### src/jogo_pkg.sv
package jogo_pkg;

    localparam int NUM_NOTAS       = 13;
    localparam int TAM_MUSICA      = 16;
    localparam int MAX_ERROS       = 3;
    localparam int DEBOUNCE_CICLOS = 4;
    localparam int TEMPO_NOTA      = 32;
    localparam int PAUSA_NOTA      = 8;

    // Buzzer half period is this plus twice the note index
    localparam int MEIO_PERIODO_BASE = 20;

    typedef logic [3:0]           nota_t;
    typedef logic [NUM_NOTAS-1:0] leds_t;
    typedef logic [3:0]           rodada_t;
    typedef logic [1:0]           erros_t;
    typedef logic [6:0]           seg7_t;

    typedef logic [$clog2(DEBOUNCE_CICLOS + 1)-1:0]               debounce_t;
    typedef logic [$clog2(TEMPO_NOTA)-1:0]                        tempo_t;
    typedef logic [$clog2(MEIO_PERIODO_BASE + 2 * NUM_NOTAS)-1:0] meio_periodo_t;

    // No note pressed or played
    localparam nota_t SEM_NOTA = 4'hF;

    typedef enum logic [3:0] {
        inicial        = 4'h0,
        toca_nota      = 4'h1,
        pausa          = 4'h2,
        espera_jogada  = 4'h3,
        compara        = 4'h4,
        proxima_rodada = 4'h5,
        fim_ganhou     = 4'h6,
        fim_perdeu     = 4'h7
    } estado_t;

    typedef struct packed {
        logic  valida;
        nota_t nota;
    } jogada_t;

    typedef struct packed {
        logic  ativo;
        nota_t nota;
    } toque_t;

endpackage

### src/hexa7seg.sv
`timescale 1ns/100ps

module hexa7seg (
    input  logic [3:0]      hexa,
    output jogo_pkg::seg7_t display
);

    // Segments g..a, lit when high
    always_comb begin
        case (hexa)
            4'h0: display = 7'h3F;
            4'h1: display = 7'h06;
            4'h2: display = 7'h5B;
            4'h3: display = 7'h4F;
            4'h4: display = 7'h66;
            4'h5: display = 7'h6D;
            4'h6: display = 7'h7D;
            4'h7: display = 7'h07;
            4'h8: display = 7'h7F;
            4'h9: display = 7'h6F;
            4'hA: display = 7'h77;
            4'hB: display = 7'h7C;
            4'hC: display = 7'h39;
            4'hD: display = 7'h5E;
            4'hE: display = 7'h79;
            4'hF: display = 7'h71;
            default: display = 7'h00;
        endcase
    end

endmodule

### src/memoria_musica.sv
`timescale 1ns/100ps

module memoria_musica (
    input  jogo_pkg::rodada_t endereco,
    output jogo_pkg::nota_t   nota_memoria
);

    // Melody, note index per address
    always_comb begin
        case (endereco)
            4'h0: nota_memoria = 4'd4;
            4'h1: nota_memoria = 4'd4;
            4'h2: nota_memoria = 4'd5;
            4'h3: nota_memoria = 4'd7;
            4'h4: nota_memoria = 4'd7;
            4'h5: nota_memoria = 4'd5;
            4'h6: nota_memoria = 4'd4;
            4'h7: nota_memoria = 4'd2;
            4'h8: nota_memoria = 4'd0;
            4'h9: nota_memoria = 4'd0;
            4'hA: nota_memoria = 4'd2;
            4'hB: nota_memoria = 4'd4;
            4'hC: nota_memoria = 4'd9;
            4'hD: nota_memoria = 4'd11;
            4'hE: nota_memoria = 4'd12;
            4'hF: nota_memoria = 4'd7;
            default: nota_memoria = 4'd0;
        endcase
    end

    always_comb begin
        assert (nota_memoria < jogo_pkg::nota_t'(jogo_pkg::NUM_NOTAS))
            else $error("nota_memoria out of range: %h", nota_memoria);
    end

endmodule

### src/entrada_botoes.sv
`timescale 1ns/100ps

module entrada_botoes (
    input  logic              clock,
    input  logic              rst_n,
    input  jogo_pkg::leds_t   botoes,
    input  logic              iniciar,
    output jogo_pkg::jogada_t jogada,
    output logic              inicio
);

    // Start key rides on the top bit, above the note buttons
    logic [jogo_pkg::NUM_NOTAS:0] sinc1;
    logic [jogo_pkg::NUM_NOTAS:0] sinc2;
    jogo_pkg::debounce_t          cont_estavel;
    logic                         travado;
    logic                         mudou;
    logic                         estavel;
    logic                         um_quente;
    logic                         disparo;
    jogo_pkg::nota_t              indice;

    always_ff @(posedge clock or negedge rst_n) begin
        if (!rst_n) begin
            sinc1 <= '0;
            sinc2 <= '0;
        end else begin
            sinc1 <= {iniciar, botoes};
            sinc2 <= sinc1;
        end
    end

    assign mudou   = (sinc1 != sinc2);
    assign estavel = (cont_estavel == jogo_pkg::debounce_t'(jogo_pkg::DEBOUNCE_CICLOS));

    // Stable count saturates, restarts on any change
    always_ff @(posedge clock or negedge rst_n) begin
        if (!rst_n) begin
            cont_estavel <= '0;
            travado      <= 1'b0;
        end else begin
            if (mudou) begin
                cont_estavel <= '0;
            end else if (!estavel) begin
                cont_estavel <= cont_estavel + 1'b1;
            end
            if (mudou) begin
                travado <= 1'b0;
            end else if (disparo) begin
                travado <= 1'b1;
            end
        end
    end

    assign um_quente = (sinc2 != '0) && ((sinc2 & (sinc2 - 1'b1)) == '0);
    assign disparo   = estavel && um_quente && !travado;

    // Lowest pressed button wins, only matters when one-hot
    always_comb begin
        indice = jogo_pkg::SEM_NOTA;
        for (int i = jogo_pkg::NUM_NOTAS - 1; i >= 0; i--) begin
            if (sinc2[i]) begin
                indice = jogo_pkg::nota_t'(i);
            end
        end
    end

    assign jogada.valida = disparo && !sinc2[jogo_pkg::NUM_NOTAS];
    assign jogada.nota   = indice;
    assign inicio        = disparo && sinc2[jogo_pkg::NUM_NOTAS];

    a_jogada_unica: assert property (@(posedge clock) disable iff (!rst_n)
        jogada.valida |=> !jogada.valida)
        else $error("jogada.valida high on two consecutive cycles");

endmodule

### src/unidade_controle.sv
`timescale 1ns/100ps

module unidade_controle (
    input  logic              clock,
    input  logic              rst_n,
    input  jogo_pkg::jogada_t jogada,
    input  logic              inicio,
    input  jogo_pkg::nota_t   nota_memoria,
    output jogo_pkg::rodada_t endereco,
    output jogo_pkg::toque_t  toque,
    output jogo_pkg::rodada_t rodada,
    output jogo_pkg::estado_t estado,
    output logic              vez_jogador,
    output logic              errou_nota,
    output logic              ganhou,
    output logic              perdeu
);

    jogo_pkg::tempo_t cont_tempo;
    jogo_pkg::erros_t erros;
    jogo_pkg::nota_t  nota_jogada;
    logic             fim_toque;
    logic             fim_pausa;
    logic             fim_rodada;
    logic             ultima_rodada;
    logic             ultimo_erro;
    logic             acertou;

    assign fim_toque     = (cont_tempo == jogo_pkg::tempo_t'(jogo_pkg::TEMPO_NOTA - 1));
    assign fim_pausa     = (cont_tempo == jogo_pkg::tempo_t'(jogo_pkg::PAUSA_NOTA - 1));
    assign fim_rodada    = (endereco == rodada);
    assign ultima_rodada = (rodada == jogo_pkg::rodada_t'(jogo_pkg::TAM_MUSICA - 1));
    assign ultimo_erro   = (erros == jogo_pkg::erros_t'(jogo_pkg::MAX_ERROS - 1));
    assign acertou       = (nota_jogada == nota_memoria);

    // Rodada holds round number minus one
    always_ff @(posedge clock or negedge rst_n) begin
        if (!rst_n) begin
            estado     <= jogo_pkg::inicial;
            cont_tempo <= '0;
            endereco   <= '0;
            rodada     <= '0;
            erros      <= '0;
            errou_nota <= 1'b0;
        end else begin
            errou_nota <= 1'b0;
            case (estado)
                jogo_pkg::inicial, jogo_pkg::fim_ganhou, jogo_pkg::fim_perdeu: begin
                    if (inicio) begin
                        cont_tempo <= '0;
                        endereco   <= '0;
                        rodada     <= '0;
                        erros      <= '0;
                        estado     <= jogo_pkg::toca_nota;
                    end
                end
                jogo_pkg::toca_nota: begin
                    if (fim_toque) begin
                        cont_tempo <= '0;
                        estado     <= jogo_pkg::pausa;
                    end else begin
                        cont_tempo <= cont_tempo + 1'b1;
                    end
                end
                jogo_pkg::pausa: begin
                    if (fim_pausa) begin
                        cont_tempo <= '0;
                        if (fim_rodada) begin
                            endereco <= '0;
                            estado   <= jogo_pkg::espera_jogada;
                        end else begin
                            endereco <= endereco + 1'b1;
                            estado   <= jogo_pkg::toca_nota;
                        end
                    end else begin
                        cont_tempo <= cont_tempo + 1'b1;
                    end
                end
                jogo_pkg::espera_jogada: begin
                    if (jogada.valida) begin
                        estado <= jogo_pkg::compara;
                    end
                end
                jogo_pkg::compara: begin
                    if (acertou) begin
                        if (!fim_rodada) begin
                            endereco <= endereco + 1'b1;
                            estado   <= jogo_pkg::espera_jogada;
                        end else if (ultima_rodada) begin
                            estado <= jogo_pkg::fim_ganhou;
                        end else begin
                            estado <= jogo_pkg::proxima_rodada;
                        end
                    end else begin
                        errou_nota <= 1'b1;
                        erros      <= erros + 1'b1;
                        if (ultimo_erro) begin
                            estado <= jogo_pkg::fim_perdeu;
                        end else begin
                            // Replay the same round
                            cont_tempo <= '0;
                            endereco   <= '0;
                            estado     <= jogo_pkg::toca_nota;
                        end
                    end
                end
                jogo_pkg::proxima_rodada: begin
                    rodada     <= rodada + 1'b1;
                    endereco   <= '0;
                    cont_tempo <= '0;
                    estado     <= jogo_pkg::toca_nota;
                end
                default: begin
                    estado <= jogo_pkg::inicial;
                end
            endcase
        end
    end

    // Pressed note kept for the compare cycle
    always_ff @(posedge clock) begin
        if (estado == jogo_pkg::espera_jogada && jogada.valida) begin
            nota_jogada <= jogada.nota;
        end
    end

    always_comb begin
        toque.ativo = (estado == jogo_pkg::toca_nota);
        toque.nota  = toque.ativo ? nota_memoria : jogo_pkg::SEM_NOTA;
    end

    assign vez_jogador = (estado == jogo_pkg::espera_jogada);
    assign ganhou      = (estado == jogo_pkg::fim_ganhou);
    assign perdeu      = (estado == jogo_pkg::fim_perdeu);

    a_fim_exclusivo: assert property (@(posedge clock) disable iff (!rst_n)
        !(ganhou && perdeu))
        else $error("ganhou and perdeu both high");

    a_erro_apos_compara: assert property (@(posedge clock) disable iff (!rst_n)
        errou_nota |-> $past(estado) == jogo_pkg::compara)
        else $error("errou_nota raised outside compare");

endmodule

### src/saida_som.sv
`timescale 1ns/100ps

module saida_som (
    input  logic              clock,
    input  logic              rst_n,
    input  jogo_pkg::toque_t  toque,
    input  jogo_pkg::rodada_t rodada,
    input  jogo_pkg::estado_t estado,
    output jogo_pkg::leds_t   leds,
    output logic              pulso_buzzer,
    output jogo_pkg::seg7_t   db_estado,
    output jogo_pkg::seg7_t   db_nota,
    output jogo_pkg::seg7_t   db_rodada
);

    jogo_pkg::meio_periodo_t cont_buzzer;
    jogo_pkg::meio_periodo_t recarga;
    jogo_pkg::rodada_t       rodada_exibida;
    jogo_pkg::seg7_t         seg_estado;
    jogo_pkg::seg7_t         seg_nota;
    jogo_pkg::seg7_t         seg_rodada;

    // Count down from half period minus one
    assign recarga = jogo_pkg::meio_periodo_t'(jogo_pkg::MEIO_PERIODO_BASE
                                               + 2 * toque.nota - 1);
    assign rodada_exibida = rodada + 1'b1;

    always_ff @(posedge clock or negedge rst_n) begin
        if (!rst_n) begin
            leds         <= '0;
            pulso_buzzer <= 1'b0;
            cont_buzzer  <= '0;
            db_estado    <= '0;
            db_nota      <= '0;
            db_rodada    <= '0;
        end else begin
            if (toque.ativo) begin
                leds <= jogo_pkg::leds_t'(1) << toque.nota;
                if (cont_buzzer == '0) begin
                    pulso_buzzer <= ~pulso_buzzer;
                    cont_buzzer  <= recarga;
                end else begin
                    cont_buzzer <= cont_buzzer - 1'b1;
                end
            end else begin
                leds         <= '0;
                pulso_buzzer <= 1'b0;
                cont_buzzer  <= '0;
            end
            db_estado <= seg_estado;
            db_nota   <= toque.ativo ? seg_nota : '0;
            db_rodada <= seg_rodada;
        end
    end

    hexa7seg display_estado (.hexa(4'(estado)),   .display(seg_estado));
    hexa7seg display_nota   (.hexa(toque.nota),   .display(seg_nota));
    hexa7seg display_rodada (.hexa(rodada_exibida), .display(seg_rodada));

    a_leds_um_quente: assert property (@(posedge clock) disable iff (!rst_n)
        $onehot0(leds))
        else $error("leds not one-hot: %h", leds);

endmodule

### src/circuito_principal.sv
`timescale 1ns/100ps

module circuito_principal (
    input  logic            clock,
    input  logic            rst_n,
    input  logic            iniciar,
    input  jogo_pkg::leds_t botoes,

    output logic            ganhou,
    output logic            perdeu,
    output logic            vez_jogador,
    output logic            errou_nota,
    output jogo_pkg::leds_t leds,
    output logic            pulso_buzzer,

    output jogo_pkg::seg7_t db_estado,
    output jogo_pkg::seg7_t db_nota,
    output jogo_pkg::seg7_t db_rodada
);

    jogo_pkg::jogada_t jogada;
    logic              inicio;
    jogo_pkg::rodada_t endereco;
    jogo_pkg::nota_t   nota_memoria;
    jogo_pkg::toque_t  toque;
    jogo_pkg::rodada_t rodada;
    jogo_pkg::estado_t estado;

    // Buttons and start key
    entrada_botoes entrada_botoes (
        .clock   ( clock   ),
        .rst_n   ( rst_n   ),
        .botoes  ( botoes  ),
        .iniciar ( iniciar ),
        .jogada  ( jogada  ),
        .inicio  ( inicio  )
    );

    unidade_controle unidade_controle (
        .clock        ( clock        ),
        .rst_n        ( rst_n        ),
        .jogada       ( jogada       ),
        .inicio       ( inicio       ),
        .nota_memoria ( nota_memoria ),
        .endereco     ( endereco     ),
        .toque        ( toque        ),
        .rodada       ( rodada       ),
        .estado       ( estado       ),
        .vez_jogador  ( vez_jogador  ),
        .errou_nota   ( errou_nota   ),
        .ganhou       ( ganhou       ),
        .perdeu       ( perdeu       )
    );

    memoria_musica memoria_musica (
        .endereco     ( endereco     ),
        .nota_memoria ( nota_memoria )
    );

    // LEDs, buzzer and debug digits
    saida_som saida_som (
        .clock        ( clock        ),
        .rst_n        ( rst_n        ),
        .toque        ( toque        ),
        .rodada       ( rodada       ),
        .estado       ( estado       ),
        .leds         ( leds         ),
        .pulso_buzzer ( pulso_buzzer ),
        .db_estado    ( db_estado    ),
        .db_nota      ( db_nota      ),
        .db_rodada    ( db_rodada    )
    );

endmodule

### config.mk
export PLATFORM = sky130hd
export DESIGN_NAME = circuito_principal
export DESIGN_NICKNAME = d
export VERILOG_FILES = /design/src/jogo_pkg.sv /design/src/hexa7seg.sv /design/src/memoria_musica.sv /design/src/entrada_botoes.sv /design/src/unidade_controle.sv /design/src/saida_som.sv /design/src/circuito_principal.sv
export SDC_FILE = /design/constraint.sdc
export NUM_CORES = 1
export LEC_CHECK = 0
export ABC_AREA = 0
export BUFFER_PORTS_ARGS = -buffer_cell sky130_fd_sc_hd__buf_2
export CELL_PAD_IN_SITES_DETAIL_PLACEMENT = 2
export CELL_PAD_IN_SITES_GLOBAL_PLACEMENT = 2
export CORE_ASPECT_RATIO = 0.8
export CORE_MARGIN = 4
export CORE_UTILIZATION = 38
export DETAILED_ROUTE_END_ITERATION = 8
export PLACE_DENSITY = 0.86
export SYNTH_ARGS = -nofsm -noshare
export SYNTH_HDL_FRONTEND = slang
export SYNTH_SLANG_ARGS = --single-unit
### constraint.sdc
create_clock -name clock -period 3.7 [get_ports clock]
set_clock_uncertainty 0.2 [all_clocks]
set_input_delay 0.185 -clock clock [delete_from_list [all_inputs] [get_ports clock]]
set_output_delay 0.185 -clock clock [all_outputs]
set_load 0.005 [all_outputs]
==> results.md, run 1 <==
- Final #Nets: around 610
- Max-slew headroom: 34.6%
- Setup TNS: 0 ns
- Final core occ: 45.9%
- R2R cell count: 8
- First-pass GRT wire length: between 20000 and 25000 um
- Layout cells sized above 1: 18.6%
- Hold Vio Cnt, Final: 0
- Die X: roughly 140 um
- Start of the worst register-to-register path: unidade_controle.endereco[0]
- Max clock buf depth: 2
- WS Path Type: reg2reg
- Most frequent cells in the layout: dfrtp_1 (92), nor2_1 (65), buf_2 (53)
- Setup bufs post-CTS: 0
- Vias in the first global route: 4396
- Standard-cell rows: 37
- Wirelength per Cell: roughly 20 um
- Placed insts: 710
- EDFF count, synth: 4
- Crit path max fanout: 8
- Yosys reg bits: 96
- Antenna violations before repair: 0
- Gr usage total: between 20% and 30%
- Clock latency on the worst-skew pair: between 0.3 and 0.4 ns
- Max-Cap Viols: 0
- RSZ-0062 raised after global routing: no
- Reg2reg end: unidade_controle.cont_tempo[0]
- CORE AREA: 12900 um^2
- Die area: between 15000 and 20000 um^2
- Post-synth top flop: dfrtp_1
- Starting DRT DRC Count: 187
- Critical Path AT: between 3 and 4 ns
- Largest net degree at the start of global routing: slightly below 80
- TritonCTS clock tree: built
- CP required: roughly 3.7 ns
- Final GP Congestion: 0.798
- Placed inst area: between 5000 and 6000 um^2
- Netlist cell types: 68
- Worst slew pin tran: approximately 1 ns
- Fmax: between 0.2 and 0.3 GHz
- HP Class: reg2reg
- Die height: around 110 um
- Hold Path Origin: entrada_botoes.sinc1[8]
- DPL Wire Length: 10200 um
- Syn_nets: 540
- Minimum setup slack among reg-to-reg paths: ~0.27 ns
- Most common cell after layout, fill and taps aside: dfrtp_1
- Ant. Diodes: 0
- Initial Util: 39.1%
- Final Instance Area: roughly 5900 um^2
- Port Buffers: 54
- Vias per cell: between 5 and 6
- Clock transition at the registers of the reported paths: ~0.070 ns
- Shortest period the worst path allows: between 3 and 4 ns
- Area Growth Syn to Fin: 17.3%
- Synth Instances: between 400 and 500
- Clock Sinks: 96
- Final WL: 14800 um
- YS warnings: 0
- Register area share after synthesis: a little under half
- Syn avg cell area: 10.3 um^2
- Clock root buffer: clkbuf_16
- VDD IR-drop max: about 0.22 mV
- Grt ovf: 0
- Num ports: 55
- Worst setup EP type: flop
- ANT nets after route: 0
- Power Density: between 300 and 400 nW/um^2
- Post-route insts no fill: roughly 740
- Run status: finished, final reports clean
- H-Tree Depth: 3
- Post-synthesis async set-or-reset flop share: approximately 96%
- Number of remaining DRC errors: 0
- Crit path launch type: flop
- Synth area leader: dfrtp_1
- Synth Cell Area: between 5000 and 6000 um^2
- Leakage: roughly 2.7 nW
- # setup viols final: 0
- Num CTS Buffers: 9
- Cells taking the most area after synthesis: dfrtp_1 (46%), ha_1 (7.9%), nor2_1 (4.8%)
- Area share of the largest cell type after synthesis: a little under half
- Hold path depth: 0
- Via count: 3967
- DR pass1 iterations: 4
- Final period util: 92.8%
- WHS Endpoint: entrada_botoes.sinc2[8]
- Slew Limit Fails: 0
-- critical path: stages, from the launching register on --
cell and delay [ns]:
dfrtp_1 0.51, inv_1 0.15, ha_1 0.36, mux4_2 0.51
xor2_1 0.18, a211oi_2 0.36, nand2_1 0.26, o2111ai_2 0.41
mux2_2 0.38
-- through the flow --
step / setup WS [ns] / hold slack (ns) / power [mW]
after floorplan: 0.725 / -0.311 / 1.14
after global placement: 0.438 / 0.0934 / 1.17
after detailed placement: 0.160 / 0.0960 / 1.18
after CTS: 0.105 / 0.195 / 2.10
after global routing: 0.126 / 0.199 / 2.16
final: 0.266 / 0.197 / 2.08
-- Yosys cell counts (all sizes together), types with 2 or more instances --
cell and number:
dfrtp 92, nor2 66, nand2 43, ha 32, o21ai 25, inv 19
xor2 17, a21oi 16, nor3 15, xnor2 14, clkbuf 12, a211oi 11
mux2 11, nand3 11, nor2b 9, and3 8, buf 7, nor4 7
a31oi 6, mux2i 6, a311oi 4, and2 4, edfxtp 4, or3 4
or4 4, a41oi 3, nand4 3, o22ai 3, a211o 2, a21o 2
a221oi 2, a22o 2, a22oi 2, nand2b 2, nand3b 2, nor3b 2
o2111ai 2, o21bai 2, o31ai 2, or2 2
-- cells by family (layout without fill, tap and decap cells) --
| kind of cell | after synthesis | after routing | synth area share (%) |
|---|---|---|---|
| flops | 96 | 96 | 47.9 |
| xor+xnor | 31 | 31 | 5.37 |
| buf+inv | 39 | 113 | 3.81 |
| fa+ha+maj | 33 | 33 | 8.12 |
| mux | 18 | 18 | 4.23 |
| simple gates | 185 | 185 | 18.4 |
| compound gates | 90 | 90 | 12.2 |
-- layer usage --
layer	track usage (%)	vias up	wire length (um)
met5	0	-	0
met4	6.32	0	251
met2	34.0	69	7410
li1	-	1854	-
met3	4.17	18	478
met1	26.4	2026	6670
-- how the worst max path moves through the flow --
stage,start,endpoint,slack (ns),cells after the start
floorplan,unidade_controle.endereco[0],unidade_controle.cont_tempo[0],0.73,8
global placement,unidade_controle.endereco[0],unidade_controle.cont_tempo[0],0.44,8
detailed placement,unidade_controle.endereco[0],unidade_controle.cont_tempo[0],0.16,8
CTS,unidade_controle.endereco[0],unidade_controle.cont_tempo[0],0.11,8
global route,unidade_controle.endereco[0],unidade_controle.cont_tempo[0],0.13,8
finish,unidade_controle.endereco[0],unidade_controle.cont_tempo[0],0.27,8
-- registers in the layout, summed over array words and instances (netlist names) --
signal                        count
unidade_controle.estado           3
unidade_controle.nota_jogada      4
entrada_botoes.cont_estavel       3
saida_som.db_estado               7
unidade_controle.cont_tempo       5
entrada_botoes.sinc1             14
saida_som.cont_buzzer             6
saida_som.db_nota                 7
saida_som.pulso_buzzer            1
entrada_botoes.travado            1
entrada_botoes.sinc2             14
saida_som.leds                   13
unidade_controle.erros            2
unidade_controle.endereco         4
unidade_controle.rodada           4
saida_som.db_rodada               7
unidade_controle.errou_nota       1
-- where the power goes --
part           total (mW)  internal, mW  leakage [nW]  switching (mW)
registers            1.10          1.07          1.21          0.0266
logic              0.0747        0.0331          1.38          0.0416
clock network       0.907         0.493         0.135           0.414
-- cell type report --
type / count / area, um^2
Clock buffer: 12 / 256
Clock inverter: 4 / 28.8
Fill cell: 1387 / 6990
Inverter: 20 / 75.1
Multi-Input combinational cell: 357 / 2440
Sequential cell: 96 / 2420
Tap cell: 175 / 219
Timing Repair Buffer: 77 / 483
-- repair_timing --
| item | CTS | global route |
|---|---|---|
| endpoints found under the setup margin | 0 | 3 |
| endpoints found under the hold margin | 89 | 0 |
| hold buffers | 15 | 0 |
| resized for setup | 0 | 1 |
Note: power is estimated with default switching activity, not from simulation.
==> inputs of run 2 (changes only) <==
Settings changed: CORE_UTILIZATION 38 to 39, CTS_BUF_LIST from default to sky130_fd_sc_hd__clkbuf_2 sky130_fd_sc_hd__clkbuf_4 sky130_fd_sc_hd__clkbuf_8, PLACE_DENSITY 0.86 to 0.87.
==> run 2 against run 1 <==
Effect of this change: register-to-register slack better by 0.11 ns; largest power group unchanged; sequential power hardly changed; via count is 1.5% higher; fmax is 3.2% higher; first-iteration DRC count is 28% higher; critical path depth is 3 lower; core utilization is 1.2 points higher; clock power is 13% lower; hold slack worse by 0.011 ns; setup slack better by 0.11 ns; non-clock buffer count stayed put; total power is 5.4% lower.
==> results.md, run 2 (synthesis results as in run 1) <==
- VDD IR-drop max: 0.208 mV (was 0.216 mV)
- Critical Path AT: 3.17 ns (was 3.47 ns)
- Die height: 110 um (was 111 um)
- Largest net degree at the start of global routing: 69 (was 77)
- Wirelength per Cell: 21.4 um (was 20.0 um)
- Worst slew pin tran: 0.875 ns (was 0.981 ns)
- Wl on met1: 6750 um (was 6670 um)
- Clock transition at the registers of the reported paths: 0.11 ns (was 0.07 ns)
- Num CTS Buffers: 9 (unchanged)
- Die area: 14900 um^2 (was 15200 um^2)
- CORE AREA: 12400 um^2 (was 12900 um^2)
- WHS Endpoint: entrada_botoes.sinc2[9] (was entrada_botoes.sinc2[8])
- Metal3 WL: 636 um (was 478 um)
- Slew Limit Fails: 0 (unchanged)
- RSZ-0062 raised after global routing: no (unchanged)
- H-Tree Depth: 3 (unchanged)
- Leakage: 2.70 nW (was 2.72 nW)
- Setup WS pre-CTS: 0.267 ns (was 0.160 ns)
- Register Area: 2420 um^2 (unchanged)
- WS Path Type: reg2reg (unchanged)
- Fillers: 1347 (was 1387)
- Gr usage total: 22.5% (was 20.4%)
- HP Class: reg2reg (unchanged)
- DR top layer: met4 (unchanged)
- Vias per cell: 5.47 (was 5.35)
- CP required: 3.54 ns (was 3.74 ns)
- Setup ws final: 0.374 ns (was 0.266 ns)
- Grt ovf: 0 (unchanged)
- Clock root buffer: clkbuf_8 (was clkbuf_16)
- DR WL met2: 8060 um (was 7410 um)
- Final GP Congestion: 0.804 (was 0.798)
- Crit path max fanout: 7 (was 8)
- DPL Wire Length: 10200 um (about the same)
- Crit path launch type: flop (unchanged)
- Initial Util: 40.6% (was 39.1%)
- Reg2reg end: unidade_controle.nota_jogada[3] (was unidade_controle.cont_tempo[0])
- Run status: finished, final reports clean (unchanged)
- Max-Cap Viols: 0 (unchanged)
- Minimum setup slack among reg-to-reg paths: 0.37 ns (was 0.27 ns)
- Max-slew headroom: 41.7% (was 34.6%)
- Setup TNS: 0 ns (unchanged)
- DR pass1 iterations: 5 (was 4)
- Starting DRT DRC Count: 239 (was 187)
- Die X: 135 um (was 137 um)
- Setup bufs post-CTS: 0 (unchanged)
- Largest regs: entrada_botoes.sinc1 x14, entrada_botoes.sinc2 x14, saida_som.leds x13 (unchanged)
- Final WL: 15800 um (was 14800 um)
- TritonCTS clock tree: built (unchanged)
- Power Density: 336 nW/um^2 (was 351 nW/um^2)
- Area of the multi-input gates: 2440 um^2 (unchanged)
- Shortest period the worst path allows: 3.33 ns (was 3.43 ns)
- Layout cells sized above 1: 18.7% (was 18.6%)
- Hold Path Origin: entrada_botoes.sinc1[9] (was entrada_botoes.sinc1[8])
- Clock latency on the worst-skew pair: 0.40 ns (was 0.36 ns)
- Crit-path slowest cell: nor3b_1 (was dfrtp_1)
- Hold Vio Cnt, Final: 0 (unchanged)
- Fmax: 0.301 GHz (was 0.291 GHz)
- ANT nets after route: 0 (unchanged)
- Ant. Diodes: 0 (unchanged)
- Hold path depth: 0 (unchanged)
- Final core occ: 47.1% (was 45.9%)
- Tot Pwr: 1.97 mW (was 2.08 mW)
- CP bufs+invs: 0 (was 1)
- Max clock buf depth: 2 (unchanged)
- Worst path cell trace: nor4_4, a41oi_1, or4_1, or3_4, nor3b_1 (was inv_1, ha_1, mux4_2, xor2_1, a211oi_2, nand2_1, o2111ai_2, mux2_2)
- Worst setup EP type: flop (unchanged)
- Number of remaining DRC errors: 0 (unchanged)
- Final period util: 89.9% (was 92.8%)
- Levels on crit path: 5 (was 8)
- Final #Nets: 609 (unchanged)
- Clock Sinks: 96 (unchanged)
- CP top delay family: simple AND/OR/NAND/NOR gates (was multiplexers)
- Standard-cell rows: 36 (was 37)
- Most common cell after layout, fill and taps aside: dfrtp_1 (unchanged)
- Port Buffers: 54 (unchanged)
- Start of the worst register-to-register path: entrada_botoes.sinc2[4] (was unidade_controle.endereco[0])
- First-pass GRT wire length: 25600 um (was 24100 um)
- Via count: 4028 (was 3967)
- R2R cell count: 5 (was 8)
- Antenna violations before repair: 0 (unchanged)
- # setup viols final: 0 (unchanged)
- Area Growth Syn to Fin: 15.9% (was 17.3%)
- Num ports: 55 (unchanged)
- Vias in the first global route: 4580 (was 4396)
- Most frequent cells in the layout: dfrtp_1 (92), nor2_1 (65), buf_2 (53) (unchanged)
- Critical Path Max Stage Delay: 0.59 ns (was 0.51 ns)
[run 2: what timing repair did]
item	CTS	global route
hold buffers	15	0
hold endpoints to repair	80	0
gates resized for setup	0	1
setup endpoints to repair	0	1
[run 2: layout make-up]
| cell class | instances | area share, % |
|---|---|---|
| repair buffers | 77 | 8.24 |
| clock buffers | 10 | 2.24 |
| well taps | 171 | 3.65 |
| multi-input cells | 357 | 41.7 |
| inverters | 20 | 1.28 |
| clock inverters | 6 | 1.54 |
| flip-flops and latches | 96 | 41.3 |
[run 2: metal layers]
| layer | GRT usage [%] | vias to the layer above |
|---|---|---|
| met3 | 5.35 | 22 |
| met1 | 27.1 | 2074 |
| met4 | 6.19 | 0 |
| met5 | 0 | - |
| li1 | - | 1851 |
| met2 | 40.4 | 81 |
[run 2: per-stage QoR]
step                cell area (um^2)  cells  hold slack [ns]
floorplan                       5050    492           -0.311
global placement                5480    706           0.0931
detailed placement              5480    706           0.0948
CTS                             5850    737            0.198
global route                    5860    737            0.204
finish                          5860    737            0.186
[run 2: where the power goes]
part           total (mW)  switching [mW]  internal (mW)
clock network       0.792           0.399          0.392
registers            1.10          0.0288           1.07
logic              0.0764          0.0427         0.0337
total                1.97           0.471           1.50
[run 2: worst max path at each step]
stage	from	end	slack (ns)
2_1_floorplan	unidade_controle.endereco[0]	unidade_controle.cont_tempo[0]	0.73
3_3_place_gp	unidade_controle.endereco[0]	unidade_controle.cont_tempo[0]	0.43
3_5_place_dp	unidade_controle.endereco[0]	unidade_controle.cont_tempo[0]	0.27
4_1_cts	unidade_controle.endereco[0]	unidade_controle.cont_tempo[0]	0.23
5_1_grt	unidade_controle.endereco[0]	unidade_controle.cont_tempo[0]	0.20
6_report	entrada_botoes.sinc2[4]	unidade_controle.nota_jogada[3]	0.37
